File: config.mk
export PLATFORM = sky130hd
export DESIGN_NAME = svc_top
export DESIGN_NICKNAME = d
export VERILOG_FILES = /design/src/rtl/svc_pkg.sv /design/src/rtl/svc_mbox_unpacker.sv /design/src/rtl/svc_cmd_fifo.sv /design/src/rtl/svc_cmd_decoder.sv /design/src/rtl/svc_reset_stretcher.sv /design/src/rtl/svc_top.sv
export SDC_FILE = /design/constraint.sdc
export NUM_CORES = 1
export LEC_CHECK = 0
export ABC_AREA = 1
export BUFFER_PORTS_ARGS = -buffer_cell sky130_fd_sc_hd__buf_2
export CAP_MARGIN = 20
export CORE_MARGIN = 10
export CORE_UTILIZATION = 60
export CTS_BUF_LIST = sky130_fd_sc_hd__clkbuf_16
export DETAILED_ROUTE_END_ITERATION = 8
export PLACE_DENSITY = 0.82
export SKIP_CTS_REPAIR_TIMING = 1
export SLEW_MARGIN = 20
export SYNTH_ARGS = -nofsm -noshare
export SYNTH_HDL_FRONTEND = slang
export SYNTH_SLANG_ARGS = --single-unit
File: constraint.sdc
create_clock -name clk -period 3.3 [get_ports clk]
set_input_delay 0.165 -clock clk [delete_from_list [all_inputs] [get_ports clk]]
set_output_delay 0.165 -clock clk [all_outputs]
set_load 0.1 [all_outputs]
File: src/rtl/svc_pkg.sv
// Test service command definitions

package svc_pkg;

  // ------------------------------------------------------------------
  // Command bytes
  // ------------------------------------------------------------------

  typedef logic [7:0] svc_code_t;

  localparam svc_code_t CMD_AWUSER_CORE     = 8'h01;
  localparam svc_code_t CMD_AWUSER_MCU      = 8'h02;
  localparam svc_code_t CMD_AWUSER_RELEASE  = 8'h03;
  localparam svc_code_t CMD_ZEROIZE_SET     = 8'h04;
  localparam svc_code_t CMD_ZEROIZE_CLEAR   = 8'h05;
  localparam svc_code_t CMD_ZEROIZE_RELEASE = 8'h06;
  localparam svc_code_t CMD_FORCE_TOKENS    = 8'h07;
  localparam svc_code_t CMD_ALLOW_RMA_SCRAP = 8'h08;
  localparam svc_code_t CMD_ESCALATE        = 8'h09;
  localparam svc_code_t CMD_CLK_500         = 8'h0A;
  localparam svc_code_t CMD_CLK_160         = 8'h0B;
  localparam svc_code_t CMD_CLK_400         = 8'h0C;
  localparam svc_code_t CMD_CLK_1000        = 8'h0D;
  localparam svc_code_t CMD_FC_LCC_RESET    = 8'h10;

  // Mailbox word, cmd0 is issued first and count says how many bytes are valid
  typedef struct packed {
    logic [5:0] rsvd;
    logic [1:0] count;
    svc_code_t  cmd2;
    svc_code_t  cmd1;
    svc_code_t  cmd0;
  } svc_word_t;

  // ------------------------------------------------------------------
  // Override levels
  // ------------------------------------------------------------------

  typedef enum logic [1:0] {
    AWUSER_NONE = 2'd0,
    AWUSER_CORE = 2'd1,
    AWUSER_MCU  = 2'd2
  } awuser_ovr_e;

  typedef enum logic [1:0] {
    ZEROIZE_NONE  = 2'd0,
    ZEROIZE_SET   = 2'd1,
    ZEROIZE_CLEAR = 2'd2
  } zeroize_ovr_e;

  // Encoding matches the external clock mux select
  typedef enum logic [1:0] {
    FREQ_500  = 2'd0,
    FREQ_160  = 2'd1,
    FREQ_400  = 2'd2,
    FREQ_1000 = 2'd3
  } clk_freq_e;

  typedef struct packed {
    awuser_ovr_e  awuser;
    zeroize_ovr_e zeroize;
    logic         tokens_forced;
    logic         rma_scrap_ppd;
    logic         escalate;
    clk_freq_e    clk_freq;
  } svc_ctrl_t;

  // No overrides active and the external clock at 500 MHz
  localparam svc_ctrl_t SVC_CTRL_RESET = '0;

  localparam int SVC_FIFO_DEPTH = 4;
  localparam int SVC_RST_HOLD   = 11;
  localparam int SVC_UNK_W      = 8;

endpackage

File: src/rtl/svc_mbox_unpacker.sv
// Mailbox word unpacker

`timescale 1ns/1ns

module svc_mbox_unpacker import svc_pkg::*; (
  input  logic      clk,
  input  logic      cptra_rst_b,
  input  logic      mbox_wr_i,
  input  svc_word_t mbox_word_i,
  input  logic      full_i,
  output logic      push_o,
  output svc_code_t push_code_o,
  output logic      pending_o,
  output logic      drop_o
);

  // Bytes still to be sent, entry 0 is the next one out
  svc_code_t [2:0] bytes_q;
  logic [1:0]      remain_q;
  logic            drop_q;
  logic            accept;

  assign pending_o = (remain_q != 2'd0);

  // A new word is only taken once the previous one is fully unpacked
  assign accept = mbox_wr_i && !pending_o;

  // Hold the current byte while the FIFO has no room
  assign push_o      = pending_o && !full_i;
  assign push_code_o = bytes_q[0];
  assign drop_o      = drop_q;

  // ------------------------------------------------------------------
  // Control state
  // ------------------------------------------------------------------

  always_ff @(posedge clk or negedge cptra_rst_b) begin
    if (!cptra_rst_b) begin
      remain_q <= 2'd0;
      drop_q   <= 1'b0;
    end else begin
      if (accept) begin
        // A count of zero leaves the unpacker idle
        remain_q <= mbox_word_i.count;
      end else if (push_o) begin
        remain_q <= remain_q - 2'd1;
      end
      if (mbox_wr_i && pending_o) begin
        drop_q <= 1'b1;
      end
    end
  end

  // ------------------------------------------------------------------
  // Byte shifter
  // ------------------------------------------------------------------

  always_ff @(posedge clk) begin
    if (accept) begin
      bytes_q <= {mbox_word_i.cmd2, mbox_word_i.cmd1, mbox_word_i.cmd0};
    end else if (push_o) begin
      bytes_q <= {svc_code_t'(8'h00), bytes_q[2:1]};
    end
  end

  // The FIFO never sees a push it cannot store
  a_no_push_when_full: assert property (
    @(posedge clk) disable iff (!cptra_rst_b)
    push_o |-> !full_i
  );

  // A stalled byte is presented unchanged until it goes out
  a_hold_on_full: assert property (
    @(posedge clk) disable iff (!cptra_rst_b)
    (pending_o && full_i) |=> (pending_o && $stable(push_code_o))
  );

endmodule

File: src/rtl/svc_cmd_fifo.sv
// Command byte FIFO

`timescale 1ns/1ns

module svc_cmd_fifo import svc_pkg::*; #(
  parameter int DEPTH = SVC_FIFO_DEPTH
) (
  input  logic      clk,
  input  logic      cptra_rst_b,
  input  logic      push_i,
  input  svc_code_t push_code_i,
  input  logic      pop_i,
  output svc_code_t head_code_o,
  output logic      empty_o,
  output logic      full_o
);

  svc_code_t mem [DEPTH];

  // Pointers wrap on their own since DEPTH is a power of two
  logic [$clog2(DEPTH)-1:0] wr_ptr_q;
  logic [$clog2(DEPTH)-1:0] rd_ptr_q;
  logic [$clog2(DEPTH):0]   count_q;

  // Show-ahead, the oldest entry is always on the output
  assign head_code_o = mem[rd_ptr_q];
  assign empty_o     = (count_q == '0);
  assign full_o      = (count_q == ($clog2(DEPTH) + 1)'(DEPTH));

  // ------------------------------------------------------------------
  // Pointers and occupancy
  // ------------------------------------------------------------------

  always_ff @(posedge clk or negedge cptra_rst_b) begin
    if (!cptra_rst_b) begin
      wr_ptr_q <= '0;
      rd_ptr_q <= '0;
      count_q  <= '0;
    end else begin
      if (push_i) begin
        wr_ptr_q <= wr_ptr_q + 1'b1;
      end
      if (pop_i) begin
        rd_ptr_q <= rd_ptr_q + 1'b1;
      end
      // Simultaneous push and pop leaves the count unchanged
      case ({push_i, pop_i})
        2'b10:   count_q <= count_q + 1'b1;
        2'b01:   count_q <= count_q - 1'b1;
        default: count_q <= count_q;
      endcase
    end
  end

  // Storage
  always_ff @(posedge clk) begin
    if (push_i) begin
      mem[wr_ptr_q] <= push_code_i;
    end
  end

  a_no_overflow: assert property (
    @(posedge clk) disable iff (!cptra_rst_b)
    push_i |-> !full_o
  );

  a_no_underflow: assert property (
    @(posedge clk) disable iff (!cptra_rst_b)
    pop_i |-> !empty_o
  );

endmodule

File: src/rtl/svc_cmd_decoder.sv
// Command decoder and override register

`timescale 1ns/1ns

module svc_cmd_decoder import svc_pkg::*; (
  input  logic                 clk,
  input  logic                 cptra_rst_b,
  input  svc_code_t            head_code_i,
  input  logic                 empty_i,
  input  logic                 rst_active_i,
  output logic                 pop_o,
  output svc_ctrl_t            ctrl_o,
  output logic                 rst_req_o,
  output logic [SVC_UNK_W-1:0] unknown_cnt_o
);

  svc_ctrl_t            ctrl_q;
  svc_ctrl_t            ctrl_d;
  logic [SVC_UNK_W-1:0] unk_cnt_q;
  logic                 unk_hit;

  // Commands wait while the fuse and lifecycle controllers are held in reset
  assign pop_o = !empty_i && !rst_active_i;

  // The request goes out in the pop cycle so the stretcher blocks the next pop
  assign rst_req_o = pop_o && (head_code_i == CMD_FC_LCC_RESET);

  assign ctrl_o        = ctrl_q;
  assign unknown_cnt_o = unk_cnt_q;

  // ------------------------------------------------------------------
  // Command decode
  // ------------------------------------------------------------------

  always_comb begin
    ctrl_d  = ctrl_q;
    unk_hit = 1'b0;
    case (head_code_i)
      CMD_AWUSER_CORE:     ctrl_d.awuser        = AWUSER_CORE;
      CMD_AWUSER_MCU:      ctrl_d.awuser        = AWUSER_MCU;
      CMD_AWUSER_RELEASE:  ctrl_d.awuser        = AWUSER_NONE;
      CMD_ZEROIZE_SET:     ctrl_d.zeroize       = ZEROIZE_SET;
      CMD_ZEROIZE_CLEAR:   ctrl_d.zeroize       = ZEROIZE_CLEAR;
      CMD_ZEROIZE_RELEASE: ctrl_d.zeroize       = ZEROIZE_NONE;
      CMD_FORCE_TOKENS:    ctrl_d.tokens_forced = 1'b1;
      CMD_ALLOW_RMA_SCRAP: ctrl_d.rma_scrap_ppd = 1'b1;
      CMD_ESCALATE:        ctrl_d.escalate      = 1'b1;
      CMD_CLK_500:         ctrl_d.clk_freq      = FREQ_500;
      CMD_CLK_160:         ctrl_d.clk_freq      = FREQ_160;
      CMD_CLK_400:         ctrl_d.clk_freq      = FREQ_400;
      CMD_CLK_1000:        ctrl_d.clk_freq      = FREQ_1000;
      CMD_FC_LCC_RESET: begin
        // Handled by the reset request, no level changes
        ctrl_d = ctrl_q;
      end
      default: begin
        unk_hit = 1'b1;
      end
    endcase
  end

  // ------------------------------------------------------------------
  // Sticky state
  // ------------------------------------------------------------------

  always_ff @(posedge clk or negedge cptra_rst_b) begin
    if (!cptra_rst_b) begin
      ctrl_q    <= SVC_CTRL_RESET;
      unk_cnt_q <= '0;
    end else if (pop_o) begin
      ctrl_q <= ctrl_d;
      // Counter stops at all ones
      if (unk_hit && (unk_cnt_q != '1)) begin
        unk_cnt_q <= unk_cnt_q + 1'b1;
      end
    end
  end

  a_no_req_in_reset: assert property (
    @(posedge clk) disable iff (!cptra_rst_b)
    rst_req_o |-> !rst_active_i
  );

  // Every request is taken up by the stretcher on the next cycle
  a_req_starts_pulse: assert property (
    @(posedge clk) disable iff (!cptra_rst_b)
    rst_req_o |=> rst_active_i
  );

endmodule

File: src/rtl/svc_reset_stretcher.sv
// Fuse and lifecycle reset stretcher

`timescale 1ns/1ns

module svc_reset_stretcher import svc_pkg::*; (
  input  logic clk,
  input  logic cptra_rst_b,
  input  logic req_i,
  output logic active_o,
  output logic rst_b_o
);

  logic [$clog2(SVC_RST_HOLD)-1:0] cnt_q;
  logic                            active_q;
  logic                            active_d;
  logic                            rst_b_q;

  // Next active level, the last hold cycle is the one with the count at zero
  always_comb begin
    active_d = active_q;
    if (!active_q && req_i) begin
      active_d = 1'b1;
    end else if (active_q && (cnt_q == '0)) begin
      active_d = 1'b0;
    end
  end

  always_ff @(posedge clk or negedge cptra_rst_b) begin
    if (!cptra_rst_b) begin
      cnt_q    <= '0;
      active_q <= 1'b0;
      rst_b_q  <= 1'b1;
    end else begin
      active_q <= active_d;
      // Registered so the reset output is free of glitches
      rst_b_q  <= !active_d;
      if (!active_q && req_i) begin
        cnt_q <= $bits(cnt_q)'(SVC_RST_HOLD - 1);
      end else if (active_q && (cnt_q != '0)) begin
        cnt_q <= cnt_q - 1'b1;
      end
    end
  end

  assign active_o = active_q;
  assign rst_b_o  = rst_b_q;

  a_pulse_length: assert property (
    @(posedge clk) disable iff (!cptra_rst_b)
    $rose(active_o) |-> (active_o && !rst_b_o) [*SVC_RST_HOLD] ##1 !active_o
  );

endmodule

File: src/rtl/svc_top.sv
// Test service command block

`timescale 1ns/1ns

module svc_top import svc_pkg::*; (
  input  logic                 clk,
  input  logic                 cptra_rst_b,
  input  logic                 mbox_wr_i,
  input  svc_word_t            mbox_word_i,
  output svc_ctrl_t            ctrl_o,
  output logic                 fc_lcc_rst_b_o,
  output logic [SVC_UNK_W-1:0] unknown_cnt_o,
  output logic                 drop_o,
  output logic                 busy_o
);

  // Unpacker to FIFO
  logic      push;
  svc_code_t push_code;
  logic      full;
  logic      pending;

  // FIFO to decoder
  svc_code_t head_code;
  logic      empty;
  logic      pop;

  // Decoder to stretcher
  logic      rst_req;
  logic      rst_active;

  svc_mbox_unpacker u_unpacker (
    .clk         (clk),
    .cptra_rst_b (cptra_rst_b),
    .mbox_wr_i   (mbox_wr_i),
    .mbox_word_i (mbox_word_i),
    .full_i      (full),
    .push_o      (push),
    .push_code_o (push_code),
    .pending_o   (pending),
    .drop_o      (drop_o)
  );

  svc_cmd_fifo #(
    .DEPTH (SVC_FIFO_DEPTH)
  ) u_fifo (
    .clk         (clk),
    .cptra_rst_b (cptra_rst_b),
    .push_i      (push),
    .push_code_i (push_code),
    .pop_i       (pop),
    .head_code_o (head_code),
    .empty_o     (empty),
    .full_o      (full)
  );

  svc_cmd_decoder u_decoder (
    .clk           (clk),
    .cptra_rst_b   (cptra_rst_b),
    .head_code_i   (head_code),
    .empty_i       (empty),
    .rst_active_i  (rst_active),
    .pop_o         (pop),
    .ctrl_o        (ctrl_o),
    .rst_req_o     (rst_req),
    .unknown_cnt_o (unknown_cnt_o)
  );

  svc_reset_stretcher u_rst_stretch (
    .clk         (clk),
    .cptra_rst_b (cptra_rst_b),
    .req_i       (rst_req),
    .active_o    (rst_active),
    .rst_b_o     (fc_lcc_rst_b_o)
  );

  // Work is outstanding while bytes wait in either stage
  assign busy_o = pending || !empty;

endmodule

## After elaboration in Yosys (flattened, before gate mapping)

Memories as Yosys holds them, arrays and structs flattened.
Index checks and enable logic that the tools add are counted.

| cells by class | value |
|---|---|
| add/sub/neg operators | 7 |
| equality and inequality tests | 18 |
| muxes and demuxes | 15 |
| reductions and logical operators | 33 |

Operators with widths:

| operator | count |
|---|---|
| 8-bit by 4-bit == test with 1-bit output, second input constant | 6 |
| 24-bit two-way mux | 2 |
| 8-bit by 3-bit == test with 1-bit output, second input constant | 4 |
| 8-bit by 2-bit == test with 1-bit output, second input constant | 2 |
| 2-bit AND reduction | 7 |
| 14-bit OR reduction | 1 |
| 2-bit one-hot mux with 3 select lines | 2 |
| 1-bit logical AND | 9 |
| 8-bit by 1-bit adder with 8-bit output, second input constant | 1 |
| 8-bit by 1-bit == test with 1-bit output, second input constant | 1 |
| 8-bit by 5-bit == test with 1-bit output, second input constant | 1 |
| 4-bit two-way mux | 2 |
| 8-bit != test, second input constant | 1 |
| 2-bit one-hot mux with 4 select lines | 1 |
| 2-bit nonzero test | 4 |
| 4-bit nonzero test | 2 |
| 3-bit one-hot mux with 2 select lines | 1 |
| 3-bit nonzero test | 2 |
| 1-bit zero test | 5 |
| 1-bit two-way mux | 5 |
| 2-bit by 1-bit adder with 2-bit output, second input constant | 2 |
| 4-bit zero test | 1 |
| 2-bit two-way mux | 2 |
| 4-bit by 1-bit subtractor with 4-bit output, second input constant | 1 |
| 8 further kinds | 8 |

| word-level totals | value |
|---|---|
| bits in registers | 57 |
| RAM bits | 32 |
| bits of input ports | 35 |
| output and inout bits | 20 |
| word-level logic and storage cells | 92 |
| memories kept | 1 |

Memory list:

| name | depth | bits a word | rd ports | clocked after memory_dff | wr ports | line | source |
|---|---|---|---|---|---|---|---|
| u_fifo.mem | 4 | 8 | 1 | 0 | 1 | svc_cmd_fifo.sv:18 | `svc_code_t mem [DEPTH];` |

## Depth between registers and ports, before layout

Gate-level depths: netlist of the first run.

| depth | value |
|---|---|
| word-level depth | 7 |
| depth in mapped cells | 15 |
| gate-level depth less buffers | 13 |

## Modules after synthesis

A second synthesis of the first run with hierarchy kept.

| unflattened totals | value |
|---|---|
| cell total of the unflattened synthesis | 457 |
| area total of the unflattened synthesis | 4440.5 um2 |

Modules (own cells, without submodules):

| module | times used | cells an instance | area an instance (um2) | sequential area each (um2) |
|---|---|---|---|---|
| svc_cmd_fifo | 1 | 142 | 1709.1 | 1136.1 |
| svc_mbox_unpacker | 1 | 130 | 1321.3 | 795.8 |
| svc_cmd_decoder | 1 | 147 | 1087.3 | 425.4 |
| svc_reset_stretcher | 1 | 36 | 315.3 | 151.4 |
| svc_top | 1 | 2 | 7.5 | 0.0 |

## Worst setup path before layout of the first run

OpenSTA, ideal clock, no wires.

| timing path | value |
|---|---|
| path type | register to register |
| start | register u_decoder.unk_cnt_q[0] (netlist: u_decoder.unknown_cnt_o[0]) |
| end | register u_decoder.unk_cnt_q[6] (netlist: u_decoder.unknown_cnt_o[6]) |
| setup time | 0.067 ns |
| arrival | 2.283 ns |
| data required time | 3.233 ns |
| setup slack | 0.950 ns |
| stages on the path, launching flop included | 12 |
| path buffers | 0 |
| period minus slack after synthesis | 2.350 ns |
| cells stage by stage | dfrtp_1 > ha_1 > nand2_1 > nor2_1 > nand2_1 > nor2_1 > nand3_1 > nand2_4 > nor2_2 > nand4_4 > nand2_1 > nand2_1 |

| on the way | value |
|---|---|
| longest elaborated chain between the ends | 3 |
| elaborated cells between the ends (all ways) | 4 |
| classes of those cells | 1 x add/sub; 1 x eq/ne; 2 x reduce/logical |

Ends and longest elaborated chain:

| item | line | source |
|---|---|---|
| from (decl) | svc_cmd_decoder.sv:19 | `logic [SVC_UNK_W-1:0] unk_cnt_q;` |
| from (signal assigned) | svc_cmd_decoder.sv:74 | `unk_cnt_q <= unk_cnt_q + 1'b1;` |
| branches (longest 3 deep; another with 8-bit by 1-bit adder with 8-bit output) | - |  |

Parallel ways; which one is timed is not known.
A chain may end at the register's enable or synchronous reset.

## Final worst setup path of the first run

| timing path | value |
|---|---|
| start | register u_fifo.rd_ptr_q[0] |
| end | register u_decoder.unk_cnt_q[0] (netlist: u_decoder.unknown_cnt_o[0]) |

| on the way | value |
|---|---|
| longest elaborated chain between the ends | 6 |
| elaborated cells between the ends (all ways) | 19 |
| classes of those cells | 14 x eq/ne; 1 x mux; 3 x reduce/logical; 1 x memory |

Ends and longest elaborated chain:

| item | line | source |
|---|---|---|
| from (decl) | svc_cmd_fifo.sv:22 | `logic [$clog2(DEPTH)-1:0] rd_ptr_q;` |
| from (signal assigned) | svc_cmd_fifo.sv:44 | `rd_ptr_q <= rd_ptr_q + 1'b1;` |
| memory read 4 x 8 bit (*) | - |  |
| 8-bit by 3-bit == test with 1-bit output (tied with other cells) | svc_cmd_decoder.sv:38 | `case (head_code_i)` |
| 14-bit OR reduction (no source line) (*) | - |  |
| 1-bit two-way mux (*) | svc_cmd_decoder.sv:38 |  |
| 1-bit logical AND (*) | svc_cmd_decoder.sv:73 | `if (unk_hit && (unk_cnt_q != '1)) begin` |
| 2-bit AND reduction (no source line) (*) | - |  |

Mark *: on every way between the ends. The rest lies on a longest branch, timed or not.

==> results.md, run 1 <==
- Status: completed
- Top-Level Pins: 55
- Max-slew violations: 0
- Initial Util: 61.1%
- Worst Skew: 0.00768 ns
- Yosys warns: 0
- Drt via density: 5.07
- Core box area: 7180 µm²
- DR iter-0 viols: 144
- Gate Count Post-Synth: 427
- Finished Layout Cells: 585
- Vias in the first global route: 3,177
- Worst Setup Start Kind: register
- Leak pwr: 2.42 nW
- DRC: 0
- Post-Syn Area per Cell: 10.3 µm²
- Pwr dens: 1180 nW/µm²
- # clock sinks: 89
- Area of the die: 11,100 µm²
- Register clock-pin slew on the reported worst setup and hold paths: 0.07 ns
- Crit end category: register
- Max H-tree Level: 3
- Sequential-to-total area share from yosys stat: 57.3%
- CTS tree: done
- Final worst path period share: 71.1%
- Clock buffer depth: 2
- Setup WS pre-CTS: 0.997 ns
- CTS buffer count: 9
- DRT Wirelength: 8450 µm
- Placer Congestion: 0.757
- Largest net degree at the start of global routing: 34
- Post-route ant nets: 0
- Netlist Area Pre-Place: 4380 µm²
- Layout cell share with drive strength beyond 1: 25.7%
- Hold/Removal Path Class: in -> reg
- Setup violations, final: 0
- Setup CP Type: reg -> reg
- Total gr overflow: 0
- Diode count: 0
- Minimum clock period: 2.35 ns
- Seq cells post-synth: 89
- Die Y: 105 µm
- Post-Synthesis Net Count: 471
- Nets: 525
- Measured slew at the worst slew-check pin: 0.815 ns
- Critical Path AT: 2.62 ns
- DRT Pass-1 Iters: 4
- First-pass GRT wire length: 14,500 µm
- Root cell of the clock tree: clkbuf_16
- Via count: 2,966
- Clk Latency, worst-skew pair: 0.33 ns
- RSZ-0062 raised after global routing: no
- Slew HR: 45.5%
- Distinct cell type count after synthesis: 40
- Initial antenna violation count: 0
- Total Power: 5.89 mW
- Fin. Hold Viols: 0
- Max_cap viols: 0
- Final WS setup: 0.953 ns
- Total track usage: 15.8%
- I/O Buffers: 48
- Fmax: 0.426 GHz
- Critical Path RT: 3.58 ns
- DP HPWL: 5920 µm
- Width of the die: 105 µm
- TNS Setup: 0 ns
- DR WL/cell: 14.4 µm
- Peak supply drop: 595 µV
- Crit path max fanout: 17
- Rows: 31
- Area Growth Syn to Fin: 13.7%
- Dpl cells: 568
[per-stage QoR]
step	util (%)	cell area, µm²	hold WS [ns]
after floorplan	-	4380	-0.131
after global placement	65.2	4680	0.253
after detailed placement	65.2	4680	0.267
after CTS	69.3	4970	-0.0940
after global routing	69.4	4980	0.0707
final	69.4	4980	0.0508
[registers in the layout, indices dropped and copies added (netlist names), 2 cells and up]
signal                   cells
u_unpacker.remain_q          2
u_fifo.count_q               3
u_decoder.ctrl_o             9
u_unpacker.push_code_o       8
u_rst_stretch.cnt_q          4
u_fifo.mem                  32
u_fifo.rd_ptr_q              2
u_unpacker.bytes_q          16
u_decoder.unknown_cnt_o      8
u_fifo.wr_ptr_q              2
[synth_stat cells (all sizes together)]
master,count,area [µm²]
o31ai,1,7.51
buf,5,68.8
xor2,10,87.6
nand3,23,155
o21bai,4,30.0
a22oi,1,7.51
clkbuf,4,18.8
nor2,36,184
o211ai,1,7.51
dfrtp,32,801
nor3,3,26.3
ha,8,100
a21oi,2,10.0
edfxtp,56,1680
inv,46,180
a31oi,3,25.0
o21ai,9,45.0
nor4,1,21.3
nand4,13,96.3
dfstp,1,26.3
clkinv,2,7.51
o21a,2,15.0
xnor2,1,8.76
nand2,161,742
fa,1,20.0
o221ai,1,8.76
[cell usage in the layout, fill, tap and decap left out, types with 9 or more instances in the layout]
cell type,instances
o21ai_0,9
nand2_1,132
edfxtp_1,56
inv_1,40
nand4_1,12
clkbuf_16,9
nand3_1,15
xor2_1,10
nand2_2,16
buf_2,48
dfrtp_1,32
nor2_1,26
nand2_4,13
[path summary, 6_finish.rpt]
kind / from / endpoint / slack (ns) / depth (start not counted)
max: u_fifo.rd_ptr_q[0]$_DFFE_PN0P_ / u_decoder.unknown_cnt_o[0]$_DFFE_PN0P_ / 0.95 / 12
min: mbox_word_i[25] / u_unpacker.remain_q[1]$_DFFE_PN0P_ / 0.05 / 3
max reg2reg: u_fifo.rd_ptr_q[0]$_DFFE_PN0P_ / u_decoder.unknown_cnt_o[0]$_DFFE_PN0P_ / 0.95 / 12
min reg2reg: u_decoder.ctrl_o[4]$_DFFE_PN0P_ / u_decoder.ctrl_o[4]$_DFFE_PN0P_ / 0.47 / 1
max in group asynchronous: cptra_rst_b / u_unpacker.drop_o$_DFFE_PN0P_ / 2.40 / 2
min in group asynchronous: cptra_rst_b / u_decoder.ctrl_o[2]$_DFFE_PN0P_ / 0.43 / 2
[final cells by class]
| type | count | area (µm²) |
|---|---|---|
| Clock buffer | 9 | 225 |
| Clock inverter | 7 | 66.3 |
| Fill cell | 522 | 2190 |
| Inverter | 48 | 188 |
| Multi-Input combinational cell | 281 | 1600 |
| Sequential cell | 89 | 2510 |
| Tap cell | 99 | 124 |
| Timing Repair Buffer | 52 | 273 |
[layer usage]
metal,vias up,track usage [%],wire [µm]
met4,0,5.98,102
met3,9,4.26,477
met5,-,0,0
li1,1501,-,-
met1,1387,17.9,3400
met2,69,27.9,4470
[cell families (layout without fill, tap and decap cells)]
family / count (synthesis) / after routing / synth area share (%)
buf+inv: 57 / 116 / 6.28
simple gates: 237 / 237 / 28.0
fa+ha+maj: 9 / 9 / 2.74
flops: 89 / 89 / 57.3
xor+xnor: 11 / 11 / 2.20
compound gates: 24 / 24 / 3.57
[where the power goes]
| group | switching [mW] | internal, mW | leakage (nW) |
|---|---|---|---|
| combinational | 2.03 | 0.709 | 1.31 |
| clock | 0.459 | 0.533 | 0.145 |
| sequential | 0.307 | 1.85 | 0.963 |
| total | 2.80 | 3.09 | 2.42 |
[worst max-delay path, stage by stage, from the launching register on]
cell and delay [ns]:
dfrtp_1 0.81, inv_8 0.17, nand2_1 0.12, nand3_1 0.12
nand2_4 0.17, inv_2 0.06, nand2_2 0.06, nor2_1 0.05
nand2_2 0.08, nand2_2 0.09, nor3_4 0.30, nand4_1 0.14
nand2_1 0.10
Power figures use the tool's default switching activity.
==> run 2: changes to the inputs <==
Settings changed: ABC_AREA 1 to 0, CORE_UTILIZATION 60 to 51, PLACE_DENSITY 0.82 to 0.75.
Clock period 3.3 ns to 2.1 ns, I/O delays scaled along.
==> results.md, run 2 <==
- Rows: 31 (unchanged)
- RSZ-0062 raised after global routing: yes (was no)
- DP HPWL: 4750 µm (was 5920 µm)
- Register clock-pin slew on the reported worst setup and hold paths: 0.07 ns (about the same)
- DR WL/cell: 15.8 µm (was 14.4 µm)
- Final worst path period share: 107% (was 71.1%)
- Metal-1 WL: 3140 µm (was 3400 µm)
- Setup violations, final: 12 (was 0)
- Top post-synthesis cells by area: edfxtp_1, dfrtp_1, mux2_2, xnor2_1, ha_1 (was edfxtp_1, dfrtp_1, nand2_1, inv_1, nand2_4)
- Netlist Area Pre-Place: 3830 µm² (was 4380 µm²)
- Fin. Hold Viols: 0 (unchanged)
- Sequential-to-total area share from yosys stat: 65.4% (was 57.3%)
- Vias in the first global route: 2,352 (was 3,177)
- Yosys warns: 0 (unchanged)
- Synth area leader: edfxtp_1 (unchanged)
- Worst hold margin: 0.00957 ns (was 0.0508 ns)
- Top Metal Used: met4 (unchanged)
- Layout cell share with drive strength beyond 1: 39.2% (was 25.7%)
- Worst Skew: 0.00673 ns (was 0.00768 ns)
- Wire length on met3: 471 µm (was 477 µm)
- Finished Layout Cells: 436 (was 585)
- DRC: 0 (unchanged)
- Dominant synthesized flop cell: edfxtp_1 (unchanged)
- CTS tree: done (unchanged)
- Crit path max fanout: 6 (was 17)
- Reg with most FFs: u_fifo.mem (unchanged)
- Worst Setup Start Kind: register (unchanged)
- Die Y: 107 µm (was 105 µm)
- DRT Pass-1 Iters: 4 (unchanged)
- Gate Count Post-Synth: 258 (was 427)
- Post-Synthesis Net Count: 302 (was 471)
- Post-layout util: 64.0% (was 69.4%)
- Core box area: 7290 µm² (was 7180 µm²)
- Final WS setup: -0.154 ns (was 0.953 ns)
- DRT Wirelength: 6900 µm (was 8450 µm)
- CTS buffer count: 9 (unchanged)
- Slowest stage delay, CP: 0.57 ns (was 0.81 ns)
- Post-route ant nets: 0 (unchanged)
- Library cell with the highest instance count after synthesis: edfxtp_1 (was nand2_1)
- # clock sinks: 89 (unchanged)
- Hold/Removal Path Class: in -> reg (unchanged)
- Top-Level Pins: 55 (unchanged)
- Nets: 376 (was 525)
- Violated checks: setup timing
- Max-slew violations: 0 (unchanged)
- Max H-tree Level: 3 (unchanged)
- Critical Path AT: 2.47 ns (was 2.62 ns)
- Total track usage: 12.0% (was 15.8%)
- DR iter-0 viols: 91 (was 144)
- Post-synth top area share: 43.9% (was 38.4%)
- Initial antenna violation count: 0 (unchanged)
- Area Growth Syn to Fin: 21.8% (was 13.7%)
- Fmax: 0.444 GHz (was 0.426 GHz)
- Max FFs per register: 32 (unchanged)
- Post-synth top cells: edfxtp_1, dfrtp_1, inv_1 (was nand2_1, edfxtp_1, inv_1)
- Met2 WL: 3220 µm (was 4470 µm)
- Total gr overflow: 0 (unchanged)
- Max_cap viols: 0 (unchanged)
- Via count: 2,237 (was 2,966)
- Slew HR: 50.0% (was 45.5%)
- Async SR Flop Fraction: 37.1% (unchanged)
- TNS Setup: -1.08 ns (was 0 ns)
- Crit end category: register (unchanged)
- Post-Syn Area per Cell: 14.9 µm² (was 10.3 µm²)
- Diode count: 0 (unchanged)
- Measured slew at the worst slew-check pin: 0.749 ns (was 0.815 ns)
- Largest net degree at the start of global routing: 34 (unchanged)
- I/O Buffers: 48 (unchanged)
- EDFF count, synth: 56 (unchanged)
- Width of the die: 107 µm (was 105 µm)
- Critical Path RT: 2.32 ns (was 3.58 ns)
- Setup CP Type: reg -> reg (unchanged)
- Commonest non-fill, non-tap cells in the layout: edfxtp_1, buf_2, dfrtp_1 (was nand2_1, edfxtp_1, buf_2)
- Drt via density: 5.13 (was 5.07)
- Dpl cells: 415 (was 568)
- First-pass GRT wire length: 11,000 µm (was 14,500 µm)
- Root cell of the clock tree: clkbuf_16 (unchanged)
- Status: finished with violations (was completed)
- Seq cells post-synth: 89 (unchanged)
- Placer Congestion: 0.802 (was 0.757)
- Initial Util: 52.6% (was 61.1%)
- Distinct cell type count after synthesis: 51 (was 40)
- Slowest library cell on the worst path: mux4_2 (was dfrtp_1)
- R2R setup slack: -0.15 ns (was 0.95 ns)
- Clk Latency, worst-skew pair: 0.33 ns (about the same)
- Cells along the critical path: mux4_2, nor4_4, mux2i_2, buf_4, o211ai_1, xnor2_1 (was inv_8, nand2_1, nand3_1, nand2_4, inv_2, nand2_2, nor2_1, nand2_2, nand2_2, nor3_4, nand4_1, nand2_1)
- Clock buffer depth: 2 (unchanged)
- Minimum clock period: 2.25 ns (was 2.35 ns)
- Most common cell after layout, fill and taps aside: edfxtp_1 (was nand2_1)
- Area of the die: 11,400 µm² (was 11,100 µm²)
[run 2: routing by layer]
metal	global-route usage, %	up-vias
li1	-	1099
met1	14.7	1083
met2	18.4	50
met3	5.45	5
met4	3.77	0
met5	0	-
[run 2: path summary, 6_finish.rpt]
check                                                start                                      to  cells past startpoint
setup / recovery            u_fifo.rd_ptr_q[0]$_DFFE_PN0P_  u_decoder.unknown_cnt_o[6]$_DFFE_PN0P_                      6
hold / removal                             mbox_word_i[24]      u_unpacker.remain_q[0]$_DFFE_PN0P_                      3
setup reg to reg            u_fifo.rd_ptr_q[0]$_DFFE_PN0P_  u_decoder.unknown_cnt_o[6]$_DFFE_PN0P_                      6
hold reg to reg            u_decoder.ctrl_o[3]$_DFFE_PN0P_         u_decoder.ctrl_o[3]$_DFFE_PN0P_                      2
max in group asynchronous                      cptra_rst_b          u_fifo.rd_ptr_q[0]$_DFFE_PN0P_                      2
min in group asynchronous                      cptra_rst_b  u_decoder.unknown_cnt_o[5]$_DFFE_PN0P_                      2
[run 2: stage by stage]
step | worst slack [ns] | instance area, µm²
6_report | -0.154 | 4670
5_1_grt | -0.269 | 4670
4_1_cts | -0.269 | 4580
3_5_place_dp | -0.242 | 4290
3_3_place_gp | -0.205 | 4290
2_1_floorplan | -0.253 | 3840
[run 2: final cells by class]
class | instances | area (µm²)
Clock buffer | 9 | 225
Multi-Input combinational cell | 141 | 1250
Tap cell | 99 | 124
Clock inverter | 7 | 61.3
Inverter | 20 | 75.1
Fill cell | 566 | 2620
Timing Repair Buffer | 71 | 422
Sequential cell | 89 | 2510
[run 2: kinds of logic after synthesis]
group           synth area share (%)
simple gates                    8.55
flops                           65.4
mux                             10.3
xor+xnor                        3.66
buf+inv                         3.39
compound gates                  5.52
fa+ha+maj                       3.13
[run 2: worst max-delay path, delay by kind of cell (launching register included)]
family	cells	cell delay [ns]
buffers and inverters	1	0.18
AND/OR/NAND/NOR	1	0.35
AO/OA/AOI/OAI	1	0.13
flip-flops	1	0.44
multiplexers	2	0.86
XOR/XNOR	1	0.17
Power of run 2 is left out: the tool's default activity adds up to more than one toggle a clock period on the data nets, which glitch-free logic cannot reach.
==> run 3: changes to the inputs <==
Settings changed: RECOVER_POWER from default to 25.
==> results.md, run 3 (synthesized netlist as in run 2, its figures left out) <==
- Critical Path Start: u_fifo.rd_ptr_q[0]$_DFFE_PN0P_ (unchanged)
- Area of the die: 11,400 µm² (unchanged)
- Max-slew violations: 0 (unchanged)
- Max FFs per register: 32 (unchanged)
- DR iter-0 viols: 92 (was 91)
- Fin. Hold Viols: 0 (unchanged)
- DRT Wirelength: 6890 µm (was 6900 µm)
- Via count: 2,242 (was 2,237)
- Setup violations, final: 12 (unchanged)
- Placer Congestion: 0.802 (unchanged)
- Area Growth Syn to Fin: 21.8% (unchanged)
- Vias in the first global route: 2,352 (unchanged)
- Max H-tree Level: 3 (unchanged)
- RSZ-0062 raised after global routing: yes (unchanged)
- Cells along the critical path: mux4_2, nor4_4, mux2i_2, buf_4, o211ai_1, xnor2_1 (unchanged)
- Worst Reg2Reg Path Length in Cells: 6 (unchanged)
- Critical Path AT: 2.47 ns (about the same)
- Hold Crit Start: mbox_word_i[24] (unchanged)
- Slowest stage delay, CP: 0.57 ns (about the same)
- Worst Skew: 0.00673 ns (about the same)
- Setup CP Type: reg -> reg (unchanged)
- Final WS setup: -0.154 ns (about the same)
- R2R Path End: u_decoder.unknown_cnt_o[6]$_DFFE_PN0P_ (unchanged)
- Diode count: 0 (unchanged)
- Rows: 31 (unchanged)
- Most common cell after layout, fill and taps aside: edfxtp_1 (unchanged)
- Largest net degree at the start of global routing: 34 (unchanged)
- DP HPWL: 4750 µm (unchanged)
- Worst Setup Start Kind: register (unchanged)
- Final-layout fill cell count: 566 (unchanged)
- Root cell of the clock tree: clkbuf_16 (unchanged)
- Drt via density: 5.14 (was 5.13)
- DRT Pass-1 Iters: 4 (unchanged)
- Total gr overflow: 0 (unchanged)
- Violated checks: setup timing (unchanged)
- CTS tree: done (unchanged)
- CTS buffer count: 9 (unchanged)
- Fmax: 0.444 GHz (about the same)
- Status: finished with violations (unchanged)
- Slew HR: 44.4% (was 50.0%)
- Nets: 376 (unchanged)
- First-pass GRT wire length: 11,000 µm (unchanged)
- Width of the die: 107 µm (unchanged)
- Initial Util: 52.6% (unchanged)
- Total track usage: 12.0% (unchanged)
- Layout cell share with drive strength beyond 1: 39.2% (unchanged)
- Initial antenna violation count: 0 (unchanged)
- Critical Path RT: 2.32 ns (about the same)
- Hold Crit Depth: 3 (unchanged)
- Commonest non-fill, non-tap cells in the layout: edfxtp_1, buf_2, dfrtp_1 (unchanged)
- I/O Buffers: 48 (unchanged)
- DRC: 0 (unchanged)
- Crit-path leading delay family: multiplexers (unchanged)
- Core box area: 7290 µm² (unchanged)
- # clock sinks: 89 (unchanged)
- Crit end category: register (unchanged)
- Top-Level Pins: 55 (unchanged)
- Clk Latency, worst-skew pair: 0.33 ns (about the same)
- Crit path max fanout: 6 (unchanged)
- Die Y: 107 µm (unchanged)
- Setup crit end: u_decoder.unknown_cnt_o[6]$_DFFE_PN0P_ (unchanged)
- Minimum clock period: 2.25 ns (about the same)
- Post-route ant nets: 0 (unchanged)
- TNS Setup: -1.08 ns (about the same)
- Bufs and invs on worst path: 1 (unchanged)
- Reg with most FFs: u_fifo.mem (unchanged)
- Hold/Removal Path Class: in -> reg (unchanged)
- Clock buffer depth: 2 (unchanged)
- RR Startpoint: u_fifo.rd_ptr_q[0]$_DFFE_PN0P_ (unchanged)
- Slowest library cell on the worst path: mux4_2 (unchanged)
- Final worst path period share: 107% (about the same)
- Register clock-pin slew on the reported worst setup and hold paths: 0.07 ns (about the same)
- DR WL/cell: 15.8 µm (about the same)
- Worst path depth: 6 (unchanged)
- R2R setup slack: -0.15 ns (about the same)
- Max_cap viols: 0 (unchanged)
- Measured slew at the worst slew-check pin: 0.834 ns (was 0.749 ns)
[run 3: cell count changes in the layout (fill, tap and decap cells not counted), sizes merged]
| cell | change |
|---|---|
| clkbuf | +1 |
| buf | -1 |
[run 3: through the flow]
| step | util, % | cell area [µm²] | instances | setup slack, ns | hold WS (ns) |
|---|---|---|---|---|---|
| floorplan | - | 3840 | 258 | -0.253 | -0.191 |
| global placement | 58.8 | 4290 | 415 | -0.205 | 0.216 |
| detailed placement | 58.8 | 4290 | 415 | -0.242 | 0.219 |
| CTS | 62.8 | 4580 | 431 | -0.269 | -0.139 |
| global route | 64.0 | 4670 | 436 | -0.269 | 0.0339 |
| finish | 64.0 | 4670 | 436 | -0.154 | 0.00959 |
[run 3: final cells by class]
| class | count | area, µm² | area share (%) |
|---|---|---|---|
| Timing Repair Buffer | 71 | 422 | 9.03 |
| Inverter | 20 | 75.1 | 1.61 |
| Tap cell | 99 | 124 | 2.65 |
| Multi-Input combinational cell | 141 | 1250 | 26.8 |
| Sequential cell | 89 | 2510 | 53.8 |
| Clock buffer | 9 | 225 | 4.82 |
| Clock inverter | 7 | 61.3 | 1.31 |
[run 3: metal layers]
layer	GRT usage [%]	wire length [µm]	vias to the layer above
li1	-	-	1100
met1	14.7	3120	1083
met2	18.4	3230	54
met3	5.45	483	5
met4	3.77	59	0
met5	0	0	-
[run 3: tightest hold or removal path, delay by kind of cell]
family	cells	cell delay (ns)
buffers and inverters	1	0.08
AOI/OAI and AO/OA	2	0.12
[run 3: worst min path at each step]
stage                                             endpoint  slack [ns]
floorplan                  u_decoder.ctrl_o[0]$_DFFE_PN0P_       -0.19
global placement    u_decoder.unknown_cnt_o[4]$_DFFE_PN0P_        0.22
detailed placement  u_decoder.unknown_cnt_o[5]$_DFFE_PN0P_        0.22
CTS                 u_decoder.unknown_cnt_o[5]$_DFFE_PN0P_       -0.14
global route            u_unpacker.remain_q[0]$_DFFE_PN0P_        0.03
finish                  u_unpacker.remain_q[0]$_DFFE_PN0P_        0.01
Power of run 3 is left out for the same reason.
